File: config.mk
export PLATFORM = sky130hd
export DESIGN_NAME = switchPort
export DESIGN_NICKNAME = d
export VERILOG_FILES = /design/src/logic/flitPkg.sv /design/src/logic/routerPkg.sv /design/src/logic/portReqIf.sv /design/src/logic/inputStage.sv /design/src/logic/packetTimer.sv /design/src/logic/outputArbiter.sv /design/src/logic/outputMux.sv /design/src/logic/switchPort.sv
export SDC_FILE = /design/constraint.sdc
export NUM_CORES = 1
export LEC_CHECK = 0
export BUFFER_PORTS_ARGS = -buffer_cell sky130_fd_sc_hd__buf_2
export CAP_MARGIN = 20
export CORE_UTILIZATION = 57
export DETAILED_ROUTE_END_ITERATION = 10
export PLACE_DENSITY = 0.78
export SYNTH_ARGS = -nofsm -noshare
export SYNTH_HDL_FRONTEND = slang
export SYNTH_SLANG_ARGS = --single-unit
File: constraint.sdc
create_clock -name clk -period 2.65 [get_ports clk]
set_clock_uncertainty 0.1 [all_clocks]
set_input_delay 0.1325 -clock clk [delete_from_list [all_inputs] [get_ports clk]]
set_output_delay 0.1325 -clock clk [all_outputs]
set_load 0.02 [all_outputs]
File: src/logic/flitPkg.sv
`default_nettype none

package flitPkg;

  // ============================================================
  // flit format
  // ============================================================

  localparam int payloadWidth = 12;

  typedef enum logic [2:0]
  {
    kindNone = 3'b000,
    kindHead = 3'b001, // payload carries packet length in cycles
    kindBody = 3'b010,
    kindTail = 3'b011
  } flitKind_t;

  typedef struct packed
  {
    flitKind_t                 kind;
    logic [payloadWidth-1:0]   payload;
  } flit_t; // 15 bits

endpackage

`default_nettype wire

File: src/logic/routerPkg.sv
`default_nettype none

package routerPkg;

  // ============================================================
  // directions and grant encoding
  // ============================================================

  localparam int numDirs = 5;

  // index order doubles as the rotation order
  typedef enum logic [2:0]
  {
    dirLocal = 3'd0,
    dirNorth = 3'd1,
    dirEast  = 3'd2,
    dirWest  = 3'd3,
    dirSouth = 3'd4
  } dir_t;

  typedef logic [numDirs:0] grant_t; // bit 0 idle, bits 1..5 L..S

  localparam grant_t grantIdle = 6'b000001;

  function automatic grant_t dirGrant(input dir_t dir);
    grant_t oneHot;
    oneHot = '0;
    oneHot[int'(dir) + 1] = 1'b1;
    return oneHot;
  endfunction

endpackage

`default_nettype wire

File: src/logic/portReqIf.sv
`timescale 1ns/1ps
`default_nettype none

interface portReqIf #(
  parameter int lengthWidth = 12
);

  logic                    req;
  flitPkg::flitKind_t      kind;
  logic [lengthWidth-1:0]  length; // last head payload
  flitPkg::flit_t          flit;

  modport source (output req, output kind, output length, output flit);

  modport arbSink (input req, input length);

  modport muxSink (input req, input flit);

endinterface

`default_nettype wire

File: src/logic/inputStage.sv
`timescale 1ns/1ps
`default_nettype none

module inputStage #(
  parameter int lengthWidth = 12
) (
  input  logic            clk,
  input  logic            rst,
  input  logic            req,
  input  flitPkg::flit_t  flitIn,
  portReqIf.source        port
);

  // ============================================================
  // request and flit registers
  // ============================================================

  always_ff @(posedge clk)
  begin
    if (rst)
    begin
      port.req  <= 1'b0;
      port.kind <= flitPkg::kindNone;
    end
    else
    begin
      port.req  <= req;
      port.kind <= flitIn.kind;
    end
  end

  always_ff @(posedge clk)
  begin
    port.flit <= flitIn;
  end

  // length only follows head flits, body and tail leave it alone
  always_ff @(posedge clk)
  begin
    if (rst)
    begin
      port.length <= '0;
    end
    else if (flitIn.kind == flitPkg::kindHead)
    begin
      port.length <= lengthWidth'(flitIn.payload);
    end
  end

  // a head flit must come with its request, otherwise the arbiter times a stale length
  headHasReq: assert property (@(posedge clk) disable iff (rst)
    (port.kind == flitPkg::kindHead) |-> port.req);

endmodule

`default_nettype wire

File: src/logic/packetTimer.sv
`timescale 1ns/1ps
`default_nettype none

module packetTimer #(
  parameter int lengthWidth = 12
) (
  input  logic                    clk,
  input  logic                    rst,
  input  logic [lengthWidth-1:0]  length,
  input  logic                    run,
  output logic                    timeUp
);

  logic [lengthWidth-1:0] count; // cycles the grant has been held

  always_ff @(posedge clk)
  begin
    if (rst)
    begin
      count <= '0;
    end
    else if (run)
    begin
      count <= count + 1'b1;
    end
    else
    begin
      count <= '0; // any cycle off the grant restarts the packet
    end
  end

  assign timeUp = (count == length);

endmodule

`default_nettype wire

File: src/logic/outputArbiter.sv
`timescale 1ns/1ps
`default_nettype none

module outputArbiter #(
  parameter int lengthWidth = 12
) (
  input  logic              clk,
  input  logic              rst,
  portReqIf.arbSink         ports [routerPkg::numDirs],
  output routerPkg::grant_t grant
);

  logic [routerPkg::numDirs-1:0] reqVec;
  logic [lengthWidth-1:0]        lengthArr [routerPkg::numDirs];
  logic [routerPkg::numDirs-1:0] run;
  logic [routerPkg::numDirs-1:0] timeUp;
  routerPkg::grant_t             grantNext;

  // first requester among count directions starting at first, wrapping
  function automatic routerPkg::grant_t pickFrom(
    input int                            first,
    input int                            count,
    input logic [routerPkg::numDirs-1:0] reqs
  );
    routerPkg::grant_t pick;
    logic              found;
    int                idx;
    pick  = routerPkg::grantIdle;
    found = 1'b0;
    for (int off = 0; off < count; off++)
    begin
      idx = (first + off) % routerPkg::numDirs;
      if (!found && reqs[idx])
      begin
        pick  = routerPkg::dirGrant(routerPkg::dir_t'(idx));
        found = 1'b1;
      end
    end
    return pick;
  endfunction

  // ============================================================
  // per-direction timers
  // ============================================================

  for (genvar d = 0; d < routerPkg::numDirs; d++)
  begin : gDir
    assign reqVec[d]    = ports[d].req;
    assign lengthArr[d] = ports[d].length;

    packetTimer #(
      .lengthWidth (lengthWidth)
    ) timer_i (
      .clk    (clk),
      .rst    (rst),
      .length (lengthArr[d]),
      .run    (run[d]),
      .timeUp (timeUp[d])
    );

    // a held grant never outlasts length+1 cycles
    holdLimit: assert property (@(posedge clk) disable iff (rst)
      (grant == routerPkg::dirGrant(routerPkg::dir_t'(d)))
      |-> (timer_i.count <= lengthArr[d]));
  end

  // ============================================================
  // rotating-priority grant FSM
  // ============================================================

  always_comb
  begin
    grantNext = routerPkg::grantIdle; // also recovers from a corrupt state
    run       = '0;
    if (grant == routerPkg::grantIdle)
    begin
      grantNext = pickFrom(int'(routerPkg::dirLocal), routerPkg::numDirs, reqVec);
    end
    else
    begin
      for (int d = 0; d < routerPkg::numDirs; d++)
      begin
        if (grant == routerPkg::dirGrant(routerPkg::dir_t'(d)))
        begin
          if (reqVec[d] && !timeUp[d])
          begin
            grantNext = grant;
            run[d]    = 1'b1;
          end
          else
          begin
            grantNext = pickFrom(d + 1, routerPkg::numDirs - 1, reqVec); // others only
          end
        end
      end
    end
  end

  always_ff @(posedge clk)
  begin
    if (rst)
    begin
      grant <= routerPkg::grantIdle;
    end
    else
    begin
      grant <= grantNext;
    end
  end

  grantOneHot: assert property (@(posedge clk) disable iff (rst) $onehot(grant));

endmodule

`default_nettype wire

File: src/logic/outputMux.sv
`timescale 1ns/1ps
`default_nettype none

module outputMux (
  input  logic              clk,
  input  logic              rst,
  portReqIf.muxSink         ports [routerPkg::numDirs],
  input  routerPkg::grant_t grant,
  output flitPkg::flit_t    outFlit,
  output logic              outValid
);

  flitPkg::flit_t                flitArr [routerPkg::numDirs];
  logic [routerPkg::numDirs-1:0] reqVec;
  flitPkg::flit_t                selFlit;
  logic                          selValid;

  for (genvar d = 0; d < routerPkg::numDirs; d++)
  begin : gDir
    assign flitArr[d] = ports[d].flit;
    assign reqVec[d]  = ports[d].req;
  end

  // idle selects nothing, so ungranted flits never leak out
  always_comb
  begin
    selFlit  = '0;
    selValid = 1'b0;
    for (int d = 0; d < routerPkg::numDirs; d++)
    begin
      if (grant == routerPkg::dirGrant(routerPkg::dir_t'(d)))
      begin
        selFlit  = flitArr[d];
        selValid = reqVec[d];
      end
    end
  end

  always_ff @(posedge clk)
  begin
    if (rst)
    begin
      outFlit  <= '0;
      outValid <= 1'b0;
    end
    else
    begin
      outFlit  <= selFlit;
      outValid <= selValid;
    end
  end

endmodule

`default_nettype wire

File: src/logic/switchPort.sv
`timescale 1ns/1ps
`default_nettype none

module switchPort #(
  parameter int lengthWidth = 12
) (
  input  logic              clk,
  input  logic              rst,
  input  logic              localReq,
  input  logic              northReq,
  input  logic              eastReq,
  input  logic              westReq,
  input  logic              southReq,
  input  flitPkg::flit_t    localFlit,
  input  flitPkg::flit_t    northFlit,
  input  flitPkg::flit_t    eastFlit,
  input  flitPkg::flit_t    westFlit,
  input  flitPkg::flit_t    southFlit,
  output routerPkg::grant_t grant,
  output flitPkg::flit_t    outFlit,
  output logic              outValid
);

  logic [routerPkg::numDirs-1:0] reqVec;
  flitPkg::flit_t                flitVec [routerPkg::numDirs];

  // index order L, N, E, W, S
  assign reqVec  = {southReq, westReq, eastReq, northReq, localReq};
  assign flitVec = '{localFlit, northFlit, eastFlit, westFlit, southFlit};

  portReqIf #(
    .lengthWidth (lengthWidth)
  ) portIf [routerPkg::numDirs] ();

  // ============================================================
  // input side
  // ============================================================

  for (genvar d = 0; d < routerPkg::numDirs; d++)
  begin : gIn
    inputStage #(
      .lengthWidth (lengthWidth)
    ) stage_i (
      .clk    (clk),
      .rst    (rst),
      .req    (reqVec[d]),
      .flitIn (flitVec[d]),
      .port   (portIf[d])
    );
  end

  // ============================================================
  // arbitration and output
  // ============================================================

  outputArbiter #(
    .lengthWidth (lengthWidth)
  ) arbiter_i (
    .clk   (clk),
    .rst   (rst),
    .ports (portIf),
    .grant (grant)
  );

  outputMux mux_i (
    .clk      (clk),
    .rst      (rst),
    .ports    (portIf),
    .grant    (grant),
    .outFlit  (outFlit),
    .outValid (outValid)
  );

endmodule

`default_nettype wire

# [Word-level counts from Yosys, hierarchy flattened]
# Cells that the tools add are included.
[totals] mem_bits_ro=0 wordCells=237 latchBits=0 regBits=222 ram_bits=0 output_inout_bits=22 n_memories=0 in_bits=82
[classes] div=0 mux=123 multipliers=0 reduce_logical=54 add_sub_neg=5 order_cmp=0 n_bitwise=5 eq_ne=21 shift=0
[ops] cell="6-bit 2-to-1 mux" n=25
[ops] cell="1-bit 2-to-1 mux" n=82
[ops] cell="15-bit 2-to-1 mux" n=5
[ops] cell="12-bit by 1-bit adder with 12-bit output (second input constant)" n=5
[ops] cell="12-bit equality test" n=5
[ops] cell="5-bit 2-to-1 mux" n=5
[ops] cell="1-bit logical AND" n=24
[ops] cell="1-bit logical NOT" n=24
[ops] cell="3-bit by 1-bit equality test with 1-bit output (second input constant)" n=5
[ops] cell="4-bit 2-to-1 mux" n=3
[ops] cell="2-bit OR reduction" n=5
[ops] cell="7-bit by 6-bit != test with 1-bit output (second input constant)" n=1
[ops] cell="6-bit by 1-bit equality test with 1-bit output (second input constant)" n=1
[ops] cell="6-bit by 2-bit equality test with 1-bit output (second input constant)" n=1
[ops] cell="6-bit by 3-bit equality test with 1-bit output (second input constant)" n=1
[ops] cell="6-bit by 4-bit equality test with 1-bit output (second input constant)" n=1
[ops] cell="6-bit by 5-bit equality test with 1-bit output (second input constant)" n=1
[ops] cell="6-bit equality test (second input constant)" n=1
[ops] cell="3-bit 2-to-1 mux" n=2
[ops] cell="6-bit by 5-bit != test with 1-bit output (second input constant)" n=1
[ops] cell="5-bit by 4-bit != test with 1-bit output (second input constant)" n=1
[ops] cell="1-bit inverter" n=5
[ops] cell="5-bit AND reduction" n=1
[ops] cell="4-bit by 3-bit != test with 1-bit output (second input constant)" n=1
[ops] cell="2 further kinds" n=2

# [Depth between registers and ports, before layout]
[depth] ltp_word=28 ltp_mapped=8 mapped_depth_nobuf=6

# [Modules after synthesis]
# Synthesis repeated with hierarchy kept, for this count alone.
[unflattened] cells_unflattened=968 area_unflattened_um2=9962.1
[by_module_without_submodules] module="inputStage" n_inst=5 cells_per_inst=76 area_per_inst_um2=965.9 seq_area_each_um2=620.6
[by_module_without_submodules] module="packetTimer at arbiter_i.gDir[0].timer_i ..." n_inst=4 cells_per_inst=76 area_per_inst_um2=659.4 seq_area_each_um2=240.2
[by_module_without_submodules] module="outputMux" n_inst=1 cells_per_inst=137 area_per_inst_um2=1222.4 seq_area_each_um2=320.3
[by_module_without_submodules] module="packetTimer at arbiter_i.gDir[4].timer_i" n_inst=1 cells_per_inst=73 area_per_inst_um2=653.1 seq_area_each_um2=240.2
[by_module_without_submodules] module="outputArbiter" n_inst=1 cells_per_inst=74 area_per_inst_um2=619.3 seq_area_each_um2=120.1

# [Worst setup path after synthesis]
# OpenSTA, ideal clock, no wires.
[synth_timing] kind="register to register" startpoint="register arbiter_i.grant[0]" endpoint="register arbiter_i.grant[2]" setup_ps=97 synth_period_minus_slack_ps=2287 path_stages_with_launch=8 arrival_ps=2090 required_ps=2453 n_path_buf=2 slack_ps=363 path_cell_list="dfxtp_1 > nor4_1 > and2_1 > clkbuf_1 > and3_1 > or4_4 > buf_6 > o41ai_4"
[synth_between] elab_chain_len=7 word_cells_on_any_way=18 cone_classes="eq/ne: 11; mux: 6; reduce/logical: 1"
[synth_rtl] item="start, declared" line_no="outputArbiter.sv:10" rtl="output routerPkg::grant_t grant"
[synth_rtl] item="start signal, assigned" line_no="outputArbiter.sv:103" rtl="grant <= routerPkg::grantIdle;"
[synth_rtl] item="start signal, assigned" line_no="outputArbiter.sv:107" rtl="grant <= grantNext;"
[synth_rtl] item="6-bit by 2-bit equality test with 1-bit output" line_no="outputArbiter.sv:83" rtl="if (grant == routerPkg::dirGrant(routerPkg::dir_t'(d)))"
[synth_rtl] item="6-bit 2-to-1 mux (5 in a row)" line_no="outputArbiter.sv:83"
[synth_rtl] item="6-bit 2-to-1 mux" line_no="outputArbiter.sv:75" rtl="if (grant == routerPkg::grantIdle)"
# Several ways; a longest one is shown, not always the timed one.
# A chain may end at the register's enable or synchronous reset.

# [Worst setup path after layout]
[layout_timing] startpoint="register arbiter_i.grant[0]" endpoint="register arbiter_i.gDir[1].timer_i.count[6]"
[layout_between] elab_chain_len=5 word_cells_on_any_way=6 cone_classes="eq/ne: 2; mux: 2; bitwise: 1; reduce/logical: 1"
[layout_rtl] item="6-bit by 3-bit equality test with 1-bit output" line_no="outputArbiter.sv:83"
[layout_rtl] item="1-bit 2-to-1 mux" line_no="outputArbiter.sv:83"
[layout_rtl] item="5-bit 2-to-1 mux (*)" line_no="outputArbiter.sv:75"
[layout_rtl] item="1-bit inverter (no line) (*)"
[layout_rtl] item="2-bit OR reduction (no line) (*)"
[layout_rtl] item="end signal, assigned" line_no="packetTimer.sv:24" rtl="count <= count + 1'b1;"
[layout_rtl] item="end, declared" line_no="packetTimer.sv:14" rtl="logic [lengthWidth-1:0] count;"
# Every way passes the cells marked *; elsewhere a longest branch is shown, timed or not.

==> key figures <==
Worst setup path
  – Critical path endpoint: arbiter_i.gDir[1].timer_i.count[6]
  – Crit path required time: 2.98 ns
  – Crit path launch type: register
  – Worst R2R Setup Slack: around 0.25 ns
  – Critical path origin: arbiter_i.grant[0]
  – Nature of the critical path endpoint: register
  – Critical R2R Capture: arbiter_i.gDir[1].timer_i.count[6]
  – WP data arrival: 2.73 ns
  – Setup CP Type: reg -> reg
  – FF-to-FF Start: arbiter_i.grant[0]
  – Worst Reg2Reg Path Length in Cells: 5
  – Critical path peak fanout: 13

STA
  – Minimum clock period: 2.40 ns
  – Final hold viol count: 0
  – Endpoints failing setup: 0
  – Peak Freq: approximately 420 MHz
  – Slew headroom: 48.4%
  – Hold slack: 0.0891 ns
  – Worst Max-Slew Pin Slew: 0.774 ns
  – RSZ-0062 raised after global routing: no
  – Fin worst setup slack: 0.253 ns
  – Slew Viols, Final: 0
  – Tcrit/Tclk final: approximately nine tenths
  – Setup Total Neg Slack: 0 ns

Placement
  – RePlAce Congestion: ~0.86
  – Final HPWL DP: 13.0 mm
  – # port buffers: 103
  – Dpl cell area: just under 9000 um2
  – Worst slack, placed: around 0.30 ns

Drt
  – DR iter-0 viols: ~560
  – Drc violations: 0
  – Drt first pass iters: 6
  – Drt total wl: between 20 and 25 mm
  – Drt wl/cell: 17.4 um
  – Vias per std cell: 5.34
  – Routed vias: 6197
  – ANT nets after route: 0

Synth
  – Synth area leader: dfxtp_1
  – Compound-Gate Fraction of Synth Area: 6.65%
  – Adder and majority gate portion of the synthesized area: 0.773%
  – Mux share of post-synthesis cell area: 7.42%
  – Synth top cells by count: 222 x dfxtp_1, 127 x nor2_1, 95 x xor2_1
  – Largest cells by area after synthesis: dfxtp_1 55%, xor2_1 10%, mux2i_1 7.4%
  – Syn Nets: roughly 870
  – #FFs+latches synth: ~220
  – Post-synth top area share: 54.9%
  – Commonest register cell after synthesis: dfxtp_1
  – Count leader, synth: dfxtp_1
  – Synthesized area: 8090 um2
  – Area share of and/or/nand/nor cells after synthesis: about 16%
  – Yosys cell types: 42
  – Number of synthesized flops with an enable pin: 0
  – Yosys warns: 0
  – Asr flop ratio synth: 0%
  – Gate Count Post-Synth: 782
  – Sequential share of the synthesized area: 54.9%
  – Largest family of logic cells by synthesized area: simple AND/OR/NAND/NOR gates
  – Fraction of synthesized cell area in xor and xnor cells: between 10% and 20%
  – Synthesized area per cell: around 10 um2

Finish
  – Share of layout cells above drive strength 1: 16.9%
  – Layout Cell Area excl Fill: 10300 um2
  – N_diodes: 0
  – Fillers: 923
  – P&R area growth vs syn: 27.2%
  – Final #Nets: between 1000 and 1500

Pwr
  – Tot Pwr: 6970 uW
  – Peak VDD IR: 0.585 mV
  – Leak: between 0.004 and 0.005 uW
  – Power per cell area: 678 nW/um2

Floorplanning
  – Die area: 14700 um2
  – Die H: 121 um
  – Ports: 104
  – Initial Utilization: between 50 and 60%
  – Row cnt: 43
  – Core area: 13900 um2
  – Die width: between 100 and 150 um

Clock tree
  – H-Tree Depth: 1
  – Reg clk slew, reported paths: approximately 0.070 ns
  – Clk buf depth: 3
  – Worst skew pair latency: 0.51 ns
  – CTS Buf Count: 23
  – Clock sink total: 222
  – CTS root buf: clkbuf_16
  – TritonCTS clock tree: done

Global routing
  – GRT Max-Usage Layer: met2
  – Global route overflow: 0
  – Met1 GRT Util: 37.5%
  – Largest net degree at the start of global routing: 43
  – Met3 GRT Util: 4.51%
  – Vias in the first global route: 6160
  – GR met2 Demand/Resource: 44.9%
  – Gr usage total: between 20% and 30%
  – Initial antenna violation count: 0
  – First-pass GRT wire length: 31.7 mm

Worst hold path
  – Hold Crit Class: in -> reg
  – Hold path cells: 2

Status
  – Status: complete, no violations

Run
  – Max Cap Viol: 0
## stage by stage
| stage | instances | utilization, % |
|---|---|---|
| floorplan | 782 | - |
| global placement | 1044 | 63.5 |
| detailed placement | 1044 | 63.5 |
| CTS | 1160 | 74.1 |
| global route | 1160 | 74.1 |
| finish | 1160 | 74.1 |
## worst max-delay path: stages (launching register included)
cell and delay, ns:
dfxtp_1 0.36, or4_1 0.59, nor3b_2 0.50, and3_1 0.27, nand2b_1 0.31, nor2_1 0.19
## sequential cells by signal (all words and copies together) (netlist names)
signal,flops
gIn.stage_i.port.length,60
gIn.stage_i.port.req,5
arbiter_i.grant,6
gIn.stage_i.port.flit,75
arbiter_i.gDir.timer_i.count,60
mux_i.outFlit,15
mux_i.outValid,1
## cell usage in the layout (no fill, tap or decap), types with 5 or more instances in the layout
cell type      netlist  final
xnor2_1             16     16
mux2i_1             60     60
nand3_1             35     35
dlygate4sd3_1        0     80
buf_2                8    103
nor3b_2              3      8
clkbuf_16            0     23
a21oi_1              6      6
nand2_1             25     25
dfxtp_1            222    222
inv_1               11     11
buf_4                0     16
a31oi_1             15     15
nor2_1             127    127
a22oi_1             30     30
and3_1              26     26
nor2b_1              7      7
ha_1                 5      5
nand2b_1             6      6
nor4_1              18     18
xor2_1              95     95
## report_power, final
group          switching, uW  internal (uW)
combinational            248            265
sequential              75.2           3450
clock                   1270           1660
total                   1590           5380
## area by class of cell
cell class / instances / area, um2 / share of cell area, %
Sequential cell: 222 / 4440 / 43.2
Multi-Input combinational cell: 512 / 3470 / 33.8
Timing Repair Buffer: 199 / 1440 / 14.0
Clock buffer: 30 / 632 / 6.14
Tap cell: 180 / 225 / 2.19
Inverter: 11 / 41.3 / 0.401
Clock inverter: 6 / 36.3 / 0.353
## timing repair
item | CTS | global route
setup buffers | 0 | 0
hold endpoints to repair | 140 | 0
hold buffers | 80 | 0
gates resized for setup | 0 | 0
## logic make-up (layout without fill, tap and decap cells)
logic type,Yosys count,count (layout)
multiplexers,60,60
XOR/XNOR,111,111
AO/OA/AOI/OAI,71,71
flip-flops,222,222
buffers and inverters,48,246
AND/OR/NAND/NOR,265,265
adder cells (fa/ha/maj),5,5
## layer usage
metal | routed length (um) | vias to the layer above
li1 | - | 3036
met1 | 9170 | 2875
met2 | 9050 | 223
met3 | 1170 | 63
met4 | 798 | 0
met5 | 0 | -
## worst min path at each step
| stage | slack, ns | start | endpoint |
|---|---|---|---|
| 6_report | 0.09 | rst | gIn[1].stage_i.port.length[7] |
| 5_1_grt | 0.13 | rst | gIn[1].stage_i.port.length[0] |
| 4_1_cts | 0.08 | rst | gIn[1].stage_i.port.length[11] |
| 3_5_place_dp | 0.15 | westFlit[7] | gIn[3].stage_i.port.flit[7] |
| 3_3_place_gp | 0.15 | southFlit[12] | gIn[4].stage_i.port.flit[12] |
| 2_1_floorplan | 0.06 | localFlit[0] | gIn[0].stage_i.port.flit[0] |
(Power assumes the default switching activity.)
